==> config.mk <==
export PLATFORM = sky130hd
export DESIGN_NAME = read_sweeper
export DESIGN_NICKNAME = d
export VERILOG_FILES = /design/src/common/model_pkg.sv /design/src/common/bus_pkg.sv /design/src/hdl/read_sweeper.sv
export SDC_FILE = /design/constraint.sdc
export NUM_CORES = 1
export LEC_CHECK = 0
export BUFFER_PORTS_ARGS = -buffer_cell sky130_fd_sc_hd__buf_2
export CAP_MARGIN = 20
export CORE_AREA = 2 2 39 41
export DETAILED_ROUTE_END_ITERATION = 16
export DIE_AREA = 0 0 41 43
export PLACE_DENSITY = 0.71
export SYNTH_ARGS = -nofsm -noshare
export SYNTH_HDL_FRONTEND = slang
export SYNTH_SLANG_ARGS = --single-unit
==> constraint.sdc <==
create_clock -name clk -period 2.4 [get_ports clk]
set_clock_uncertainty 0.2 [all_clocks]
set_input_delay 0.72 -clock clk [delete_from_list [all_inputs] [get_ports clk]]
set_output_delay 0.72 -clock clk [all_outputs]
set_load 0.02 [all_outputs]
==> src/common/model_pkg.sv <==
package model_pkg;

	// geometry of the on-chip model store
	// bits in one model byte
	localparam int BYTE_W = 8;

	// bytes packed into one memory word
	localparam int WORD_BYTES = 8;

	// full memory word
	localparam int WORD_W = WORD_BYTES * BYTE_W;

	// depth of the store in words
	localparam int MEM_WORDS = 1024;

	// word address width
	localparam int ADDR_W = $clog2(MEM_WORDS);

	// one byte of the incoming model stream
	typedef logic [BYTE_W-1:0] byte_t;

	// byte lane 0 holds the byte that arrived first
	typedef logic [WORD_W-1:0] word_t;

	// word address into the store
	typedef logic [ADDR_W-1:0] waddr_t;

endpackage

==> src/common/bus_pkg.sv <==
package bus_pkg;

	// read address channel fields
	// only the burst length survives here
	// id, size, burst type and the rest are not carried

	// width of the burst length field
	// same width as the ar/aw len of the full bus
	localparam int LEN_W = 8;

	// beats in the burst minus one
	// a value of 0 means a single beat
	typedef logic [LEN_W-1:0] len_t;

endpackage

==> src/hdl/read_sweeper.sv <==
`timescale 1ns/1ps

module read_sweeper #(
	parameter int MODEL_WORDS = 32,
	parameter int BURST_LEN   = 8
) (
	input  logic               clk,
	input  logic               rst_n,

	// start condition
	input  logic               model_loaded,

	// read address channel
	output model_pkg::waddr_t  araddr,
	output bus_pkg::len_t      arlen,
	output logic               arvalid,
	input  logic               arready,

	// read data handshake, watched for the end of each burst
	input  logic               rvalid,
	input  logic               rready,
	input  logic               rlast,

	output logic               sweep_done
);

	typedef enum logic [1:0] {
		SW_WAIT,
		SW_REQUEST,
		SW_BURST,
		SW_DONE
	} sweep_state_t;

	sweep_state_t       state;
	// start address of the current burst
	model_pkg::waddr_t  base;
	logic               last_burst;
	logic               burst_end;

	assign araddr = base;
	// fixed length for every burst
	assign arlen = bus_pkg::len_t'(BURST_LEN - 1);
	// address held steady while waiting for arready
	assign arvalid = (state == SW_REQUEST);
	assign sweep_done = (state == SW_DONE);
	// last beat of the burst actually moved
	assign burst_end = rvalid && rready && rlast;
	assign last_burst = (base == model_pkg::waddr_t'(MODEL_WORDS - BURST_LEN));

	always_ff @(posedge clk) begin
		if (!rst_n) begin
			state <= SW_WAIT;
			base <= '0;
		end else begin
			case (state)
				// nothing to read before the model is in
				SW_WAIT: begin
					if (model_loaded) begin
						state <= SW_REQUEST;
					end
				end
				SW_REQUEST: begin
					if (arready) begin
						state <= SW_BURST;
					end
				end
				SW_BURST: begin
					if (burst_end) begin
						if (last_burst) begin
							state <= SW_DONE;
						end else begin
							// next burst starts right after this one
							base <= base + model_pkg::waddr_t'(BURST_LEN);
							state <= SW_REQUEST;
						end
					end
				end
				SW_DONE: begin
					state <= SW_DONE;
				end
				default: begin
					state <= SW_WAIT;
				end
			endcase
		end
	end

endmodule

==> results.json <==
{
  "rrSetupSlack_ns": 0.69,
  "cts_setup_buffers": 0,
  "hold_ws_ns": 0.3111,
  "antenna_found_initial": 0,
  "whs_path_depth": 2,
  "port_buffers": 15,
  "hold_path.class": "flip-flop to flip-flop",
  "grt_max_degree": 9,
  "design.core.area_mm2": 0.001384,
  "grt_remaining_overflow": 0,
  "hpwl_um": 809,
  "area_growth_pct": 13.00,
  "r2r_end": "araddr[8]$_SDFFE_PN0P_",
  "start_kind": "flip-flop",
  "yosys.cell_types.count": 24,
  "seq_area_frac_synth_pct": 32.29,
  "r2r_start": "araddr[3]$_SDFFE_PN0P_",
  "path_max_fanout": 7,
  "leakage_uw": 0.0002764,
  "place_congestion": 0.7897,
  "synth_area_per_cell_um2": 8.455,
  "grt_pass1_wl_mm": 1.566,
  "hold_viol": 0,
  "reg2reg_depth": 5,
  "layout_common_cells": "15 x buf_2, 11 x conb_1, 9 x dfxtp_1",
  "drive_gt1_share_pct": 27.71,
  "setup_viol": 0,
  "hold_start": "araddr[8]$_SDFFE_PN0P_",
  "dieArea_mm2": 0.001763,
  "p_per_area_mw_per_mm2": 501.1,
  "ant_nets": 0,
  "placementRows": 14,
  "worstPathArrival_ns": 1.04,
  "grt_usage_pct": 12.99,
  "drt_iter0_markers": 7,
  "status": "completed",
  "worstPathRequired_ns": 1.48,
  "rsz0062_at_grt": "false",
  "finalCriticalPeriod_ns": 1.956,
  "vias": 469,
  "drtPass1Iterations": 4,
  "drv_slew": 0,
  "endpoint_kind": "primary output",
  "grt_pass1_vias": 407,
  "die_w_um": 41,
  "clockBufferDepth": 2,
  "nets": 92,
  "ys_ff_latch": 9,
  "final_common_cell": "buf_2",
  "wl_per_cell_um": 9.869,
  "cts_resized": 0,
  "synth_warnings": 0,
  "diodes": 0,
  "vias_per_cell": 4.737,
  "path_class": "flip-flop to primary output",
  "fmax_ghz": 0.5113,
  "vdd_drop_max_mv": 0.3337,
  "ctsHoldBuffers": 0,
  "post-route-drc-count": 0,
  "clkTransAtPathRegs_ns": 0.06,
  "cts_tree": "yes",
  "cts.sink_count": 9,
  "totalWireLength_um": 977,
  "maxCapViolCount": 0,
  "htreeDepth": 1,
  "die_y_um": 43,
  "cts_made_buffers": 3,
  "insertion_delay_ns": 0.26,
  "cts_root_buf": "clkbuf_4",
  "period_share_pct": 81.49,
  "start_util_pct": 40.33,
  "boundaryPins": 27,
  "synthCells": 66,
  "setup-tns-final_ns": 0,
  "worstHoldEndpoint": "araddr[8]$_SDFFE_PN0P_",
  "syn_area_um2": 558.0
}
## worst max-delay path: stages (launching register included)
cell and delay [ns]:
dfxtp_1 0.46, and2_1 0.16, buf_2 0.15
## report_power, final
part,switching [µW],internal (µW),leakage [µW]
clock,52.0,64.0,0.0000150
combinational,30.2,12.2,0.000189
sequential,4.91,153,0.0000729
total,87.1,229,0.000276
## synth_stat cells, drive strengths merged
master   n  area, µm²
buf     11      82.58
dfxtp    9      180.2
nand2    6      22.52
nor2     5      18.77
inv      4      15.01
xnor2    4      35.03
a21oi    3      15.01
nor4     3      37.54
o21ai    3      15.01
a211oi   2      20.02
conb     2      7.510
mux2i    2      20.02
nor2b    2      12.51
nor3     2      10.01
a2111o   1      11.26
a21o     1      7.510
and2     1      6.260
ha       1      12.51
nand2b   1      6.260
nand3    1      5.000
nand3b   1      11.26
nand4    1      6.260
## registers in the layout, summed over array words and instances (netlist names)
register	flops
state	2
araddr	7
## how the worst max path moves through the flow
stage / start / to / slack (ns) / depth (start not counted)
after detailed placement: rlast / araddr[8]$_SDFFE_PN0P_ / 0.41 / 5
after floorplan: rlast / araddr[8]$_SDFFE_PN0P_ / 0.61 / 4
final: state[1]$_SDFFE_PN0P_ / sweep_done / 0.44 / 2
after CTS: state[1]$_SDFFE_PN0P_ / sweep_done / 0.44 / 2
after global placement: rlast / araddr[8]$_SDFFE_PN0P_ / 0.47 / 5
after global routing: state[1]$_SDFFE_PN0P_ / sweep_done / 0.38 / 2
## stage by stage
step | cell area (µm²) | setup slack [ns] | util, % | instances | power, µW
after global placement | 604.3 | 0.4737 | 43.67 | 95 | 202.8
final | 630.6 | 0.4442 | 45.57 | 99 | 316.0
after global routing | 630.6 | 0.3841 | 45.57 | 99 | 329.9
after CTS | 630.6 | 0.4394 | 45.57 | 99 | 318.8
after detailed placement | 604.3 | 0.4105 | 43.67 | 95 | 203.0
after floorplan | 591.8 | 0.6103 | - | 75 | 205.4
## metal layers
layer  global-route usage, %  vias up  wire, µm
met5                       0        -         0
met4                   8.000        0        27
met3                   1.571        4        62
met2                   22.19       19       488
met1                   13.96      210       399
li1                        -      236         -
## logic make-up after synthesis
family | count (synthesis) | synth area share [%]
buffers and inverters | 15 | 17.49
XOR/XNOR | 4 | 6.277
multiplexers | 2 | 3.588
AO/OA/AOI/OAI | 10 | 12.33
other | 2 | 1.346
AND/OR/NAND/NOR | 23 | 24.44
adder cells (fa/ha/maj) | 1 | 2.242
flip-flops | 9 | 32.29
## layout make-up
cell class,instances,area (µm²)
repair buffers,15,75.07
flip-flops and latches,9,180.2
clock buffers,4,26.28
well taps,16,20.02
inverters,4,15.01
multi-input cells,51,314.1
fillers,146,753.2
(Power assumes the default switching activity.)
