`src/common/model_pkg.sv`:
```
package model_pkg;

	// geometry of the on-chip model store
	// bits in one model byte
	localparam int BYTE_W = 8;

	// bytes packed into one memory word
	localparam int WORD_BYTES = 8;

	// full memory word
	localparam int WORD_W = WORD_BYTES * BYTE_W;

	// depth of the store in words
	localparam int MEM_WORDS = 1024;

	// word address width
	localparam int ADDR_W = $clog2(MEM_WORDS);

	// one byte of the incoming model stream
	typedef logic [BYTE_W-1:0] byte_t;

	// byte lane 0 holds the byte that arrived first
	typedef logic [WORD_W-1:0] word_t;

	// word address into the store
	typedef logic [ADDR_W-1:0] waddr_t;

endpackage

```
`src/loader/word_packer.sv`:
```
`timescale 1ns/1ps

module word_packer (
	input  logic               clk,
	input  logic               rst_n,

	// byte stream from the loader
	input  model_pkg::byte_t   byte_data,
	input  logic               byte_valid,
	output logic               byte_ready,
	input  logic               model_loaded,

	// packed word towards the app writer
	output model_pkg::word_t   word_data,
	output logic               word_valid,
	input  logic               word_taken
);

	localparam int CNT_W = $clog2(model_pkg::WORD_BYTES);

	// lane of the next byte within the word
	logic [CNT_W-1:0]  cnt;
	// assembly register
	// newest byte enters at the top lane and older ones move down
	model_pkg::word_t  shreg;
	model_pkg::word_t  packed_word;
	logic              byte_fire;
	logic              word_last;

	// holding stage frees up in the same cycle the writer takes it
	// no more bytes once the model is in memory
	assign byte_ready = !model_loaded && (!word_valid || word_taken);
	assign byte_fire = byte_valid && byte_ready;
	assign word_last = (cnt == CNT_W'(model_pkg::WORD_BYTES - 1));
	// word as it looks after this byte is shifted in
	assign packed_word = {byte_data, shreg[model_pkg::WORD_W-1:model_pkg::BYTE_W]};

	// byte counter and holding stage flag
	always_ff @(posedge clk) begin
		if (!rst_n) begin
			cnt <= '0;
			word_valid <= 1'b0;
		end else begin
			if (byte_fire) begin
				cnt <= word_last ? '0 : cnt + 1'b1;
			end
			// a new full word beats a take in the same cycle
			if (byte_fire && word_last) begin
				word_valid <= 1'b1;
			end else if (word_taken) begin
				word_valid <= 1'b0;
			end
		end
	end

	// payload path
	always_ff @(posedge clk) begin
		if (byte_fire) begin
			shreg <= packed_word;
		end
		// eighth byte completes the word
		if (byte_fire && word_last) begin
			word_data <= packed_word;
		end
	end

endmodule

```
`config.mk`:
```
export PLATFORM = sky130hd
export DESIGN_NAME = word_packer
export DESIGN_NICKNAME = d
export VERILOG_FILES = /design/src/common/model_pkg.sv /design/src/loader/word_packer.sv
export SDC_FILE = /design/constraint.sdc
export NUM_CORES = 1
export LEC_CHECK = 0
export BUFFER_PORTS_ARGS = -buffer_cell sky130_fd_sc_hd__buf_2
export CORE_MARGIN = 3
export CORE_UTILIZATION = 48
export DETAILED_ROUTE_END_ITERATION = 8
export PLACE_DENSITY = 0.74
export REMOVE_ABC_BUFFERS = 1
export SLEW_MARGIN = 0
export SYNTH_ARGS = -nofsm -noshare
export SYNTH_HDL_FRONTEND = slang
export SYNTH_SLANG_ARGS = --single-unit
```
`constraint.sdc`:
```
create_clock -name clk -period 3.1 [get_ports clk]
set_input_delay 0.31 -clock clk [delete_from_list [all_inputs] [get_ports clk]]
set_output_delay 0.31 -clock clk [all_outputs]
set_load 0.03 [all_outputs]
```
==> summary.txt <==
Status
  – Result of the run: finished, final reports clean

Pwr
  – Net switching power of the design: around 640 uW
  – Total leakage power: around 1.8 nW
  – Portion of total power attributed to combinational logic: 0.012
  – Part of the total power dissipated in sequential elements: 0.528
  – Total power divided by cell area: between 700 and 800 nW/um2
  – Int Power: about 2.9 mW
  – Clock power share: 0.460
  – Total power draw: between 3 and 4 mW
  – Fraction of power spent switching nets: 0.179
  – Worst vdd rail ir drop: ~0.00068 V

Timing
  – Maximum clock frequency: approximately 530 MHz
  – Worst hold slack across all endpoints: 128 ps
  – Final setup violation count: 0
  – Final period utilization: 0.607
  – Remaining max-slew budget at the tightest pin: 0.454
  – Unrepaired setup endpoints after global routing: no
  – Time the final worst path needs with I/O delays and setup: between 1500 and 2000 ps
  – Final setup skew: approximately 7.7 ps
  – Fin. Hold Viols: 0
  – Transition time at the pin with the least slew margin: around 800 ps
  – Final Max Tran Viols: 0

CTS
  – CTS Hold Buffers Added: 8
  – Clock sinks: roughly 120
  – Post-CTS setup buffer count: 0
  – Clock transition at the registers of the reported paths: 50 ps
  – Number of buffers created by CTS: 17
  – Maximum number of buffers from clock root to sink: 2
  – TritonCTS clock tree: built
  – Post_cts resized: 0
  – H-tree depth: 4
  – Master cell of the clock root buffer: sky130_fd_sc_hd__clkbuf_8
  – Worst-skew pair later-pin latency: around 490 ps

Yosys
  – Commonest cells in the synthesized netlist: sky130_fd_sc_hd__edfxtp_1, sky130_fd_sc_hd__nand2_1, sky130_fd_sc_hd__dfxtp_1
  – Share of the synthesized area in compound gates (AO/OA/AOI/OAI): 0.00131
  – Arithmetic-cell share of the synthesized area counting full adders, half adders and majority gates: 0.00653
  – Async S/R FF share, synth: 0
  – Flip-flop cell with the highest count after synthesis: sky130_fd_sc_hd__edfxtp_1
  – Simple-Gate Fraction of Synth Area: 0.0199
  – Post-synthesis sequential area ratio: 0.961
  – Largest family of logic cells by synthesized area: simple AND/OR/NAND/NOR gates
  – Most frequently used cell type in the post-synthesis netlist: sky130_fd_sc_hd__edfxtp_1
  – Count of flip-flops with a built-in enable after synthesis: 120
  – Yosys warns: 0
  – Top post-synthesis cells by area: sky130_fd_sc_hd__edfxtp_1, sky130_fd_sc_hd__dfxtp_1, sky130_fd_sc_hd__mux2i_1
  – Mapped cell area: 3830 um2
  – Post-synthesis mux area share: 0.00784
  – Area share of the largest cell type after synthesis: 0.941
  – Xor/xnor cell area share of the yosys netlist: 0
  – Mean instance size in the synthesized netlist: ~27 um2
  – Synthesis-stage register bit count: ~120
  – Netlist cell types: 11
  – Cells after synthesis: roughly 140
  – Post-synthesis cell type with the largest combined area: sky130_fd_sc_hd__edfxtp_1

Placement
  – Final weighted congestion in routability-driven placement: 0.648
  – Placed cell count: roughly 320
  – Number of buffer cells added on primary ports: between 70 and 80
  – Instance area at placement: roughly 4400 um2

Die
  – Boundary Pins: 79
  – Row count: 31
  – Horiz. Die Dim: ~95 um
  – Starting utilization of the core area: 0.512
  – Overall die height: 95.3 um
  – Core Region: roughly 7500 um2
  – Die footprint: between 9000 and 10000 um2

Global routing
  – Number of global-route vias before repair: around 1700
  – GR Util All Layers: 0.128
  – GR Overflow Total: 0
  – Initial antenna violation count: 0
  – Maximum number of pins on one net before global-route repair: 65
  – First-pass GRT wire length: around 8000 um

Worst setup path
  – Startpoint of the worst setup timing path: cnt[0]
  – Data arrival time of the critical path: roughly 2000 ps
  – Critical path peak fanout: between 60 and 70
  – Startpoint types: register
  – Type of element capturing the critical path: register
  – Worst reg2reg path startpoint: cnt[0]
  – Critical path class: register to register
  – Req. time, crit path: around 3200 ps

Final layout
  – Fin nets: 265
  – Proportion of layout cells with a drive suffix above 1: 0.407
  – Non-filler cells, final: around 360
  – Final design utilization: 0.660
  – Post-synthesis to final-layout area growth: 28.9%
  – Fillers: 522
  – # diodes: 0
  – Finished Cell Area: slightly below 5000 um2

Route
  – Iter 0 DRT Violations: a little over 70
  – Ratio of routed vias to standard cells: approximately 4.6
  – Initial DRT Pass Iterations: 4
  – DR DRC count: 0
  – Total Routed Length: 5300 um
  – Wirelength per Cell: ~15 um
  – Count of vias placed by the detailed router: between 1500 and 2000
  – Detail Route Antenna Nets: 0

Min path
  – Worst hold path class: primary input to register
  – Critical hold path startpoint: rst_n

Job
  – Max-cap check violation count: 0
-- cells by family after synthesis --
| kind of cell | after synthesis |
|---|---|
| flip-flops | 124 |
| multiplexers | 3 |
| AO/OA/AOI/OAI | 1 |
| buffers and inverters | 1 |
| adder cells (fa/ha/maj) | 2 |
| AND/OR/NAND/NOR | 13 |
-- power groups by stage --
stage          sequential (mW)  combinational (mW)  clock, mW
2_1_floorplan             1.91              0.0182          0
3_3_place_gp              1.91              0.0333          0
3_5_place_dp              1.91              0.0350          0
4_1_cts                   1.88              0.0427       1.68
5_1_grt                   1.88              0.0470       1.76
6_report                  1.88              0.0424       1.64
-- path summary, 6_finish.rpt --
kind              endpoint  slack [ps]  cells past startpoint
min             word_valid         130                      2
max reg2reg  word_data[23]        1220                      4
min reg2reg   word_data[4]         420                      0
max          word_data[23]        1220                      4
-- layout by cell type (no fill, tap or decap) --
| cell | netlist | layout |
|---|---|---|
| sky130_fd_sc_hd__edfxtp_1 | 120 | 120 |
| sky130_fd_sc_hd__buf_2 | 0 | 78 |
| sky130_fd_sc_hd__clkbuf_16 | 0 | 16 |
| sky130_fd_sc_hd__dlygate4sd3_1 | 0 | 8 |
| sky130_fd_sc_hd__nand2_1 | 6 | 6 |
| sky130_fd_sc_hd__clkinv_2 | 0 | 5 |
| sky130_fd_sc_hd__clkbuf_1 | 0 | 4 |
| sky130_fd_sc_hd__clkinv_1 | 0 | 4 |
| sky130_fd_sc_hd__dfxtp_1 | 4 | 4 |
| sky130_fd_sc_hd__mux2i_1 | 3 | 3 |
| sky130_fd_sc_hd__nor2b_4 | 2 | 2 |
| sky130_fd_sc_hd__nor2b_1 | 2 | 2 |
| sky130_fd_sc_hd__nor2_1 | 2 | 2 |
| sky130_fd_sc_hd__ha_1 | 2 | 2 |
| sky130_fd_sc_hd__buf_4 | 0 | 2 |
| sky130_fd_sc_hd__and2_2 | 0 | 1 |
| sky130_fd_sc_hd__a21oi_1 | 1 | 1 |
| sky130_fd_sc_hd__clkbuf_8 | 0 | 1 |
| sky130_fd_sc_hd__clkinvlp_4 | 0 | 1 |
| sky130_fd_sc_hd__bufinv_16 | 0 | 1 |
-- sequential cells by signal (all words and copies together), names as in the netlist --
name / flops
word_valid: 1
shreg: 56
word_data: 64
cnt: 3
-- worst max-delay path: stages (launching register included) --
cell and delay (ps):
sky130_fd_sc_hd__dfxtp_1 350, sky130_fd_sc_hd__ha_1 150, sky130_fd_sc_hd__ha_1 180, sky130_fd_sc_hd__and2_2 140
sky130_fd_sc_hd__buf_4 610
-- layout make-up --
| cell class | count | area [um2] | area share |
|---|---|---|---|
| well taps | 99 | 124 | 0.0251 |
| clock buffers | 21 | 429 | 0.0869 |
| repair buffers | 88 | 485 | 0.0983 |
| clock inverters | 11 | 77.6 | 0.0157 |
| multi-input cells | 19 | 138 | 0.0279 |
| flip-flops and latches | 124 | 3680 | 0.746 |
-- routing by layer --
layer	share of wire	routed length (um)	GRT usage	vias up
li1	-	-	-	785
met1	0.40	2110	0.133	795
met2	0.50	2650	0.200	67
met3	0.089	473	0.0702	6
met4	0.012	63	0.0829	0
met5	0	0	0	-
-- stage by stage --
step	setup TNS, ps	worst slack (ps)
final	0	1220
after global routing	0	1130
after CTS	0	1210
after detailed placement	0	1160
after global placement	0	1220
after floorplan	-31060	-485
Power figures use the tool's default switching activity.
