### config.mk
export PLATFORM = sky130hd
export DESIGN_NAME = app_writer
export DESIGN_NICKNAME = d
export VERILOG_FILES = /design/src/common/model_pkg.sv /design/src/loader/app_writer.sv
export SDC_FILE = /design/constraint.sdc
export NUM_CORES = 1
export LEC_CHECK = 0
export ABC_CLOCK_PERIOD_IN_PS = 1250
export BUFFER_PORTS_ARGS = -buffer_cell sky130_fd_sc_hd__buf_4
export CAP_MARGIN = 10
export CELL_PAD_IN_SITES_DETAIL_PLACEMENT = 1
export CELL_PAD_IN_SITES_GLOBAL_PLACEMENT = 1
export CORE_ASPECT_RATIO = 0.9
export CORE_MARGIN = 2
export CORE_UTILIZATION = 16
export DETAILED_ROUTE_END_ITERATION = 6
export PLACE_DENSITY = 0.81
export SETUP_SLACK_MARGIN = 0.3
export SLEW_MARGIN = 20
export SYNTH_ARGS = -nofsm -noshare
export SYNTH_HDL_FRONTEND = slang
export SYNTH_SLANG_ARGS = --single-unit
### constraint.sdc
create_clock -name clk -period 1.25 [get_ports clk]
set_input_delay 0.1875 -clock clk [delete_from_list [all_inputs] [get_ports clk]]
set_output_delay 0.1875 -clock clk [all_outputs]
set_load 0.1 [all_outputs]
### src/common/model_pkg.sv
package model_pkg;

	// geometry of the on-chip model store
	// bits in one model byte
	localparam int BYTE_W = 8;

	// bytes packed into one memory word
	localparam int WORD_BYTES = 8;

	// full memory word
	localparam int WORD_W = WORD_BYTES * BYTE_W;

	// depth of the store in words
	localparam int MEM_WORDS = 1024;

	// word address width
	localparam int ADDR_W = $clog2(MEM_WORDS);

	// one byte of the incoming model stream
	typedef logic [BYTE_W-1:0] byte_t;

	// byte lane 0 holds the byte that arrived first
	typedef logic [WORD_W-1:0] word_t;

	// word address into the store
	typedef logic [ADDR_W-1:0] waddr_t;

endpackage

### src/loader/app_writer.sv
`timescale 1ns/1ps

module app_writer #(
	parameter int MODEL_WORDS = 32
) (
	input  logic               clk,
	input  logic               rst_n,

	// held word from the packer
	input  model_pkg::word_t   word_data,
	input  logic               word_valid,
	output logic               word_taken,

	// app write port of the memory
	input  logic               app_rdy,
	output logic               app_cmd_en,
	output model_pkg::waddr_t  app_addr,
	output model_pkg::word_t   app_wdf_data,

	// level once the whole model sits in memory
	output logic               model_loaded
);

	typedef enum logic {
		WR_LOADING,
		WR_LOADED
	} writer_state_t;

	writer_state_t      state;
	// address of the next write
	// doubles as the count of words already written
	model_pkg::waddr_t  wr_addr;
	logic               last_word;

	// one write per held word, only while the memory accepts
	assign app_cmd_en = word_valid && app_rdy && (state == WR_LOADING);
	// the word leaves the holding stage with its write
	assign word_taken = app_cmd_en;
	assign app_addr = wr_addr;
	assign app_wdf_data = word_data;
	assign model_loaded = (state == WR_LOADED);
	assign last_word = (wr_addr == model_pkg::waddr_t'(MODEL_WORDS - 1));

	always_ff @(posedge clk) begin
		if (!rst_n) begin
			state <= WR_LOADING;
			wr_addr <= '0;
		end else begin
			case (state)
				WR_LOADING: begin
					if (app_cmd_en) begin
						wr_addr <= wr_addr + 1'b1;
						// final word written, loaded from next cycle on
						if (last_word) begin
							state <= WR_LOADED;
						end
					end
				end
				WR_LOADED: begin
					// stays here until reset
					state <= WR_LOADED;
				end
				default: begin
					state <= WR_LOADING;
				end
			endcase
		end
	end

endmodule

==> results of run 1 <==
## metal layers
layer  part of all wire  global-route usage  up-vias
met5                  0                   0        -
met4              0.013              0.0394        0
met3              0.091              0.0269        6
met2               0.54              0.0962       35
met1               0.35              0.0553      276
li1                   -                   -      252
## placed cells by master (no fill, tap or decap), drive strengths merged
cell type	count
o21a	1
nand4	3
nor4	2
or3	1
and3b	1
nor2	1
ha	1
a21boi	1
nor3	3
nor2b	1
inv	2
xnor2	4
nand4b	1
nand2	2
buf	32
and3	1
mux2i	1
and2	8
dfxtp	11
o21ai	1
xor2	4
nand3	2
clkbuf	4
## report_power, final
part	internal, uW	leakage, uW	switching (uW)
combinational	65.3	0.000364	88.1
clock	224	0.0000228	129
sequential	335	0.0000976	6.76
## area by class of cell
class	count	share of cell area
flip-flops and latches	11	0.215
clock buffers	4	0.0370
repair buffers	32	0.362
multi-input cells	39	0.291
well taps	87	0.0894
inverters	2	0.00617
## critical path: stages (launching register included)
cell and delay, ns:
dfxtp_4 0.34, and3b_2 0.36, buf_12 0.21
## registers in the layout (all words and copies together), names as in the netlist
signal	count
app_addr	10
model_loaded	1
## cell families after synthesis
kind of cell             synth area share
AO/OA/AOI/OAI                      0.0195
multiplexers                      0.00976
adder cells (fa/ha/maj)            0.0122
XOR/XNOR                           0.0683
AND/OR/NAND/NOR                     0.184
buffers and inverters               0.491
flip-flops                          0.215
## through the flow
step           setup slack, ns  TNS (ns)  hold WS [ns]
6_report               -0.0822    -0.300         0.234
2_1_floorplan           -0.180     -1.37         0.335
4_1_cts                -0.0626    -0.185         0.234
3_3_place_gp            0.0560         0         0.376
5_1_grt                 -0.125     -1.02         0.231
3_5_place_dp            0.0305         0         0.376
## worst paths after layout
check | startpoint | to | slack (ns) | cells after the start
setup / recovery | model_loaded | app_cmd_en | -0.08 | 2
hold / removal | rst_n | model_loaded | 0.23 | 2
setup reg to reg | model_loaded | app_addr[2] | -0.05 | 6
hold reg to reg | app_addr[5] | app_addr[5] | 0.54 | 2
## repair_timing
| item | CTS | global route |
|---|---|---|
| endpoints found under the setup margin | 24 | 24 |
| hold buffers | 0 | 0 |
| resized for setup | 50 | 9 |
| pin swaps | 21 | 9 |
| buffers inserted | 6 | 7 |
| gates cloned | 0 | 0 |
==> summary.txt, run 1 <==
Outcome
  – Status: finished with violations
  – Violated checks: negative setup slack

Routing
  – Initial DRC Count: 7
  – DRT Pass-1 Iters: 2
  – DR DRC count: 0
  – Vias per cell: 3.25
  – Post-DRT Antenna Nets: 0
  – Final wirelength: 1.99 mm
  – Routed WL per cell: 11.4 um
  – Via Count: 569

Synth
  – Synth async-reset ratio: 0
  – Synth area leaders: buf_4 (48%), dfxtp_1 (21%), and2_1 (4.9%)
  – Count leader, synth: buf_4
  – Post-synth EDFFs: 0
  – Syn nets: 188
  – Cells after Synth: 119
  – Netlist cell types: 26
  – Dominant synthesized flop cell: dfxtp_1
  – Post-synthesis sequential area ratio: 0.215
  – Synth area leader: buf_4
  – #FFs+latches synth: 11
  – Mapped Avg Cell Area: 8.62 um^2
  – Yosys warns: 0
  – Synth top area share: 0.476
  – Mapped cell area: 0.00103 mm^2
  – Leading cell types by count after synthesis: buf_4 (65), dfxtp_1 (11), and2_1 (8)

Clock network
  – Worst-path clk slew: 0.05 ns
  – CTS Buffer Depth: 2
  – CTS Buf Count: 3
  – H-tree levels: 1
  – CTS sink count: 11
  – CTS root buf: clkbuf_8
  – Clk_lat worst skew: 0.24 ns
  – CTS tree: built

Worst setup path
  – CP Max Fanout: 6
  – CP Launch Type: register
  – Worst Path Required: 1.06 ns
  – CP Class: register to output pin
  – Crit end category: output pin
  – Critical Path AT: 1.14 ns

Layout
  – Multi-input gate area: 354 um^2
  – ANT cells: 0
  – Seq. cell area: 262 um^2
  – Filler cell count: 697
  – Area growth syn-to-layout: 18.7%
  – Final net count: 158
  – Design area: 0.00122 mm^2
  – Util after Layout: 0.198
  – Layout cells sized above 1: 0.636
  – Final cell count without fillers: 175

Timing
  – Final Hold Viols: 0
  – # setup viols final: 8
  – Skew final: 0.00258 ns
  – Fin crit period: 1.33 ns
  – Fin crit share: 1.07
  – Slew Limit Fails: 0
  – Final WS setup: -0.0822 ns
  – Slew headroom: 0.854
  – RSZ-0062 raised after global routing: yes
  – Worst slew pin tran: 0.217 ns
  – FMAX: 751 MHz

Die
  – Core area: 0.00615 mm^2
  – Top-level port count: 145
  – Die ar.: 0.00707 mm^2
  – Die height: 80.0 um
  – Placement row count: 27
  – Initial core utilization: 0.167
  – Die Span X: 88.4 um

Pwr
  – Pleak: 0.000484 uW
  – Design Power: 848 uW
  – PD cells: 696 mW/mm^2
  – Worst vdd ir: 247 uV

GRT
  – Tot GR Track Use: 0.0574
  – Vias in the first global route: 644
  – Initial antenna violation count: 0
  – Largest net degree at the start of global routing: 12
  – Gr ovfl total: 0
  – Global-route wire length before repair: 3.12 mm

Placement
  – Dpl hpwl: 1.34 mm
  – Routability cong.: 0.678
  – IO Port Bufs: 16
  – Placed insts: 158
  – Placed Area: 825 um^2

Worst hold path
  – Hold Crit Class: input port to register

Run
  – Max cap viols: 0
Power figures use the tool's default switching activity.
==> inputs of run 2 (changes only) <==
Settings changed: CELL_PAD_IN_SITES_DETAIL_PLACEMENT 1 to 0.
==> summary.txt, run 2 (same netlist as run 1, synthesis figures left out) <==
Pwr
  – Worst vdd ir: 259 uV (+4.9%)
  – Pleak: 0.000551 uW (+14%)
  – PD cells: 669 mW/mm^2 (-4.0%)

Routing
  – Initial DRC Count: 24 (+17)
  – DRT Pass-1 Iters: 3 (+1)
  – Final wirelength: 1.85 mm (-7.3%)
  – DR DRC count: 0 (unchanged)
  – Via Count: 581 (+2.1%)
  – Vias per cell: 3.28 (+0.96%)
  – Routed WL per cell: 10.4 um (-8.3%)
  – Post-DRT Antenna Nets: 0 (unchanged)

Outcome
  – Status: finished with violations
  – Violated checks: negative setup slack

Worst setup path
  – Crit end category: output pin
  – Worst path max stage delay: 0.34 ns (-0.02 ns)
  – Slowest-stage cell, CP: dfxtp_4
  – CP Max Fanout: 3 (-3)
  – WP depth: 2 (unchanged)
  – CP Class: register to output pin
  – Critical Path AT: 1.10 ns (-0.04 ns)
  – Reg2reg path depth: 6 (unchanged)
  – Worst Path Required: 1.06 ns (about the same)
  – Crit-path cells: and3b_2 > buf_12
  – CP top delay family: flip-flops
  – CP Launch Type: register
  – CP bufs+invs: 1 (unchanged)

Layout
  – Final net count: 160 (+1.3%)
  – Filler cell count: 670 (-3.9%)
  – Most frequent cells in the layout: buf_12 (14), buf_4 (12), dfxtp_4 (11)
  – Layout cells sized above 1: 0.656 (+0.0192)
  – Commonest non-fill, non-tap cell in the layout: buf_12
  – Max FFs per register: 10 (unchanged)
  – ANT cells: 0 (unchanged)
  – Util after Layout: 0.205 (+0.00692)
  – Area growth syn-to-layout: 22.8%

Placement
  – Setup slack at placement: 0.0377 ns (+0.00713 ns)
  – IO Port Bufs: 16 (unchanged)
  – Dpl hpwl: 1.19 mm (-11%)
  – Routability cong.: 0.678 (unchanged)

Run
  – Max cap viols: 0 (unchanged)

Timing
  – Final Hold Viols: 0 (unchanged)
  – Slew headroom: 0.815 (-0.0391)
  – # setup viols final: 8 (unchanged)
  – Final WS setup: -0.0412 ns (+0.0409 ns)
  – FMAX: 774 MHz (+3.2%)
  – Skew final: 0.00319 ns (+0.000613 ns)
  – Setup_tns: -0.169 ns (+0.131 ns)
  – Fin crit period: 1.29 ns (-0.0409 ns)
  – Slew Limit Fails: 0 (unchanged)
  – Worst slew pin tran: 0.275 ns (+0.0581 ns)
  – RSZ-0062 raised after global routing: yes
  – Fin crit share: 1.03 (-0.0328)

GRT
  – Global-route wire length before repair: 2.92 mm (-6.4%)
  – Vias in the first global route: 606 (-5.9%)
  – Largest net degree at the start of global routing: 12 (unchanged)
  – Tot GR Track Use: 0.0561 (-0.00129)
  – Initial antenna violation count: 0 (unchanged)
  – Gr ovfl total: 0 (unchanged)

Die
  – Placement row count: 27 (unchanged)
  – Core area: 0.00615 mm^2 (unchanged)
  – Initial core utilization: 0.167 (unchanged)
  – Top-level port count: 145 (unchanged)
  – Die height: 80.0 um (unchanged)
  – Die Span X: 88.4 um (unchanged)
  – Die ar.: 0.00707 mm^2 (unchanged)

Clock network
  – Worst-path clk slew: 0.05 ns (about the same)
  – CTS Hold Bufs: 0 (unchanged)
  – CTS Buffer Depth: 2 (unchanged)
  – CTS Buf Count: 3 (unchanged)
  – CTS sink count: 11 (unchanged)
  – H-tree levels: 1 (unchanged)
  – Clk_lat worst skew: 0.24 ns (about the same)
  – CTS tree: built
  – CTS root buf: clkbuf_8

Worst hold path
  – Hold Crit Class: input port to register
  – Hold depth: 2 (unchanged)
==> run 2: power breakdown <==
group,total (uW),internal (uW),switching (uW)
clock,349,223,126
combinational,151,64.6,86.3
sequential,343,335,7.36
==> run 2: final timing paths <==
kind	start	endpoint	slack, ns
worst max-delay path	model_loaded	word_taken	-0.04
worst min-delay path	rst_n	model_loaded	0.24
worst max register to register	model_loaded	app_addr[7]	-0.03
worst min register to register	app_addr[5]	app_addr[5]	0.53
==> run 2: per-layer routing <==
layer,part of all wire,global-route usage,vias to the layer above
met4,0.018,0.0530,0
met1,0.35,0.0522,285
met2,0.53,0.0865,34
met5,0,0,-
met3,0.095,0.0300,6
li1,-,-,256
==> run 2: what timing repair did <==
item / in CTS / in global routing
resized for setup: 48 / 13
endpoints found under the setup margin: 24 / 24
endpoints found under the hold margin: 0 / 0
pin swaps: 19 / 12
setup buffers: 10 / 5
==> run 2: cell type report <==
| cell class | instances | area [um^2] | share of cell area |
|---|---|---|---|
| sequential | 11 | 262 | 0.208 |
| multi-input combinational | 39 | 377 | 0.299 |
| inverter | 2 | 7.51 | 0.00596 |
| tap | 87 | 109 | 0.0864 |
| timing repair buffer | 34 | 460 | 0.365 |
| clock buffer | 4 | 45.0 | 0.0357 |
==> run 2: through the flow <==
step / power [uW] / cells / hold WS [ns] / area (um^2)
floorplan: 1400 / 119 / 0.335 / 1080
global placement: 454 / 158 / 0.376 / 825
detailed placement: 455 / 158 / 0.376 / 825
CTS: 859 / 172 / 0.230 / 1150
global route: 885 / 177 / 0.245 / 1260
finish: 842 / 177 / 0.237 / 1260
==> inputs of run 3 (changes only) <==
Settings changed: CORE_ASPECT_RATIO 0.9 to unset.
==> summary.txt, run 3 (same netlist as run 1, synthesis figures left out) <==
Outcome
  – Status: finished with violations
  – Violated checks: negative setup slack

Pwr
  – Combinational share of power: 0.182 (+0.003)
  – Design Power: 858 uW (+1.8%)
  – Switching Fraction: 0.270 (+0.00985)
  – Switching pwr: 232 uW (+5.7%)
  – Cell Int Power: 626 uW (+0.48%)
  – Worst vdd ir: 207 uV (-20%)
  – PD cells: 726 mW/mm^2 (+8.5%)
  – Reg power frac: 0.397 (-0.010)
  – Pleak: 0.000487 uW (-12%)
  – Clock network power share: 0.421 (+0.007)

Clock network
  – CTS root buf: clkbuf_8
  – CTS Buffer Depth: 2 (unchanged)
  – Clk_lat worst skew: 0.24 ns (about the same)
  – Worst-path clk slew: 0.05 ns (about the same)
  – H-tree levels: 1 (unchanged)
  – CTS sink count: 11 (unchanged)
  – CTS Buf Count: 3 (unchanged)
  – CTS tree: built

Layout
  – Area growth syn-to-layout: 15.2%
  – Util after Layout: 0.188 (-0.0166)
  – Max FFs per register: 10 (unchanged)
  – Design area: 0.00118 mm^2 (-6.2%)
  – Commonest non-fill, non-tap cell in the layout: buf_12
  – Final net count: 156 (-2.5%)
  – ANT cells: 0 (unchanged)
  – Layout cells sized above 1: 0.628 (-0.0276)
  – Most frequent cells in the layout: buf_12 (12), dfxtp_4 (11), buf_4 (9)

Timing
  – Final WS setup: -0.0246 ns (+0.0167 ns)
  – Skew final: 0.000926 ns (-0.00226 ns)
  – Final Hold Viols: 0 (unchanged)
  – FMAX: 785 MHz (+1.3%)
  – Fin crit period: 1.27 ns (-0.0167 ns)
  – # setup viols final: 3 (-5)
  – RSZ-0062 raised after global routing: yes
  – Slew headroom: 0.799 (-0.0155)
  – Worst slew pin tran: 0.298 ns (+0.0231 ns)
  – Fin crit share: 1.02 (-0.0133)
  – Slew Limit Fails: 0 (unchanged)

GRT
  – Vias in the first global route: 603 (-0.50%)
  – Gr ovfl total: 0 (unchanged)
  – Tot GR Track Use: 0.0564 (+0.000343)
  – Global-route wire length before repair: 3.02 mm (+3.6%)
  – Largest net degree at the start of global routing: 12 (unchanged)
  – Initial antenna violation count: 0 (unchanged)

Routing
  – Initial DRC Count: 13 (-46%)
  – DRT Pass-1 Iters: 2 (-1)
  – Post-DRT Antenna Nets: 0 (unchanged)
  – Vias per cell: 3.47 (+5.6%)
  – Routed WL per cell: 11.6 um (+11%)
  – Via Count: 565 (-2.8%)
  – Final wirelength: 1.89 mm (+2.1%)
  – DR DRC count: 0 (unchanged)

Die
  – Die Span X: 84.1 um (-4.9%)
  – Top-level port count: 145 (unchanged)
  – Die height: 84.1 um (+5.1%)
  – Core area: 0.00628 mm^2 (+2.1%)
  – Die ar.: 0.00707 mm^2 (about the same)
  – Placement row count: 29 (+7.4%)
  – Initial core utilization: 0.163 (-0.00343)

Placement
  – Dpl hpwl: 1.26 mm (+5.1%)
  – Setup slack at placement: -0.0234 ns (-0.0610 ns)
  – Placed Area: 790 um^2 (-4.2%)
  – IO Port Bufs: 16 (unchanged)
  – Routability cong.: 0.696 (+2.7%)

Worst setup path
  – Crit end category: output pin
  – Worst Path Required: 1.06 ns (about the same)
  – CP Class: register to output pin
  – CP Launch Type: register
  – CP top delay family: flip-flops
  – Critical Path AT: 1.09 ns (about the same)
  – CP bufs+invs: 1 (unchanged)
  – Worst path max stage delay: 0.34 ns (about the same)
  – CP Max Fanout: 4 (+1)
  – Slowest-stage cell, CP: dfxtp_4
  – Crit-path cells: and3b_2 > buf_8

Worst hold path
  – Hold Crit Class: input port to register

Run
  – Max cap viols: 0 (unchanged)
-- run 3: cell count changes in the layout (fill, tap and decap cells not counted), sizes merged --
cell / before / now
buf: 34 / 30
-- run 3: power by group through the flow --
| stage | sequential [uW] | clock (uW) | combinational, uW |
|---|---|---|---|
| after floorplan | 380 | 0 | 1020 |
| after global placement | 352 | 0 | 97.2 |
| after detailed placement | 352 | 0 | 97.7 |
| after CTS | 342 | 370 | 140 |
| after global routing | 341 | 391 | 164 |
| final | 341 | 361 | 156 |
-- run 3: per-layer routing --
metal | GRT usage | vias to the layer above | part of all wire
met1 | 0.0602 | 271 | 0.39
met2 | 0.0786 | 26 | 0.47
met4 | 0.0440 | 0 | 0.032
met3 | 0.0356 | 15 | 0.11
li1 | - | 253 | -
met5 | 0 | - | 0
-- run 3: area by class of cell --
class / count / area [um^2]
multi-input combinational: 39 / 355
sequential: 11 / 262
clock buffer: 4 / 45.0
fill: 674 / 5090
tap: 77 / 96.3
inverter: 2 / 7.51
timing repair buffer: 30 / 417
-- run 3: timing repair --
| action | CTS | global route |
|---|---|---|
| hold buffers | 0 | 0 |
| pin swaps | 8 | 17 |
| setup endpoints to repair | 24 | 24 |
| setup buffers | 13 | 1 |
| resized for setup | 50 | 5 |
-- run 3: path summary, 6_finish.rpt --
path                 from           end  slack [ns]  cells after the start
min reg2reg  model_loaded  model_loaded        0.49                      1
min                 rst_n  model_loaded        0.24                      2
max reg2reg  model_loaded   app_addr[4]           0                      5
max          model_loaded    word_taken       -0.02                      2
-- run 3: stage by stage --
stage	hold WS (ns)	setup TNS [ns]	std cells
5_1_grt	0.256	-0.292	163
3_5_place_dp	0.376	-0.0234	145
2_1_floorplan	0.335	-1.37	119
3_3_place_gp	0.376	-0.00929	145
6_report	0.240	-0.0519	163
4_1_cts	0.236	-0.0847	162
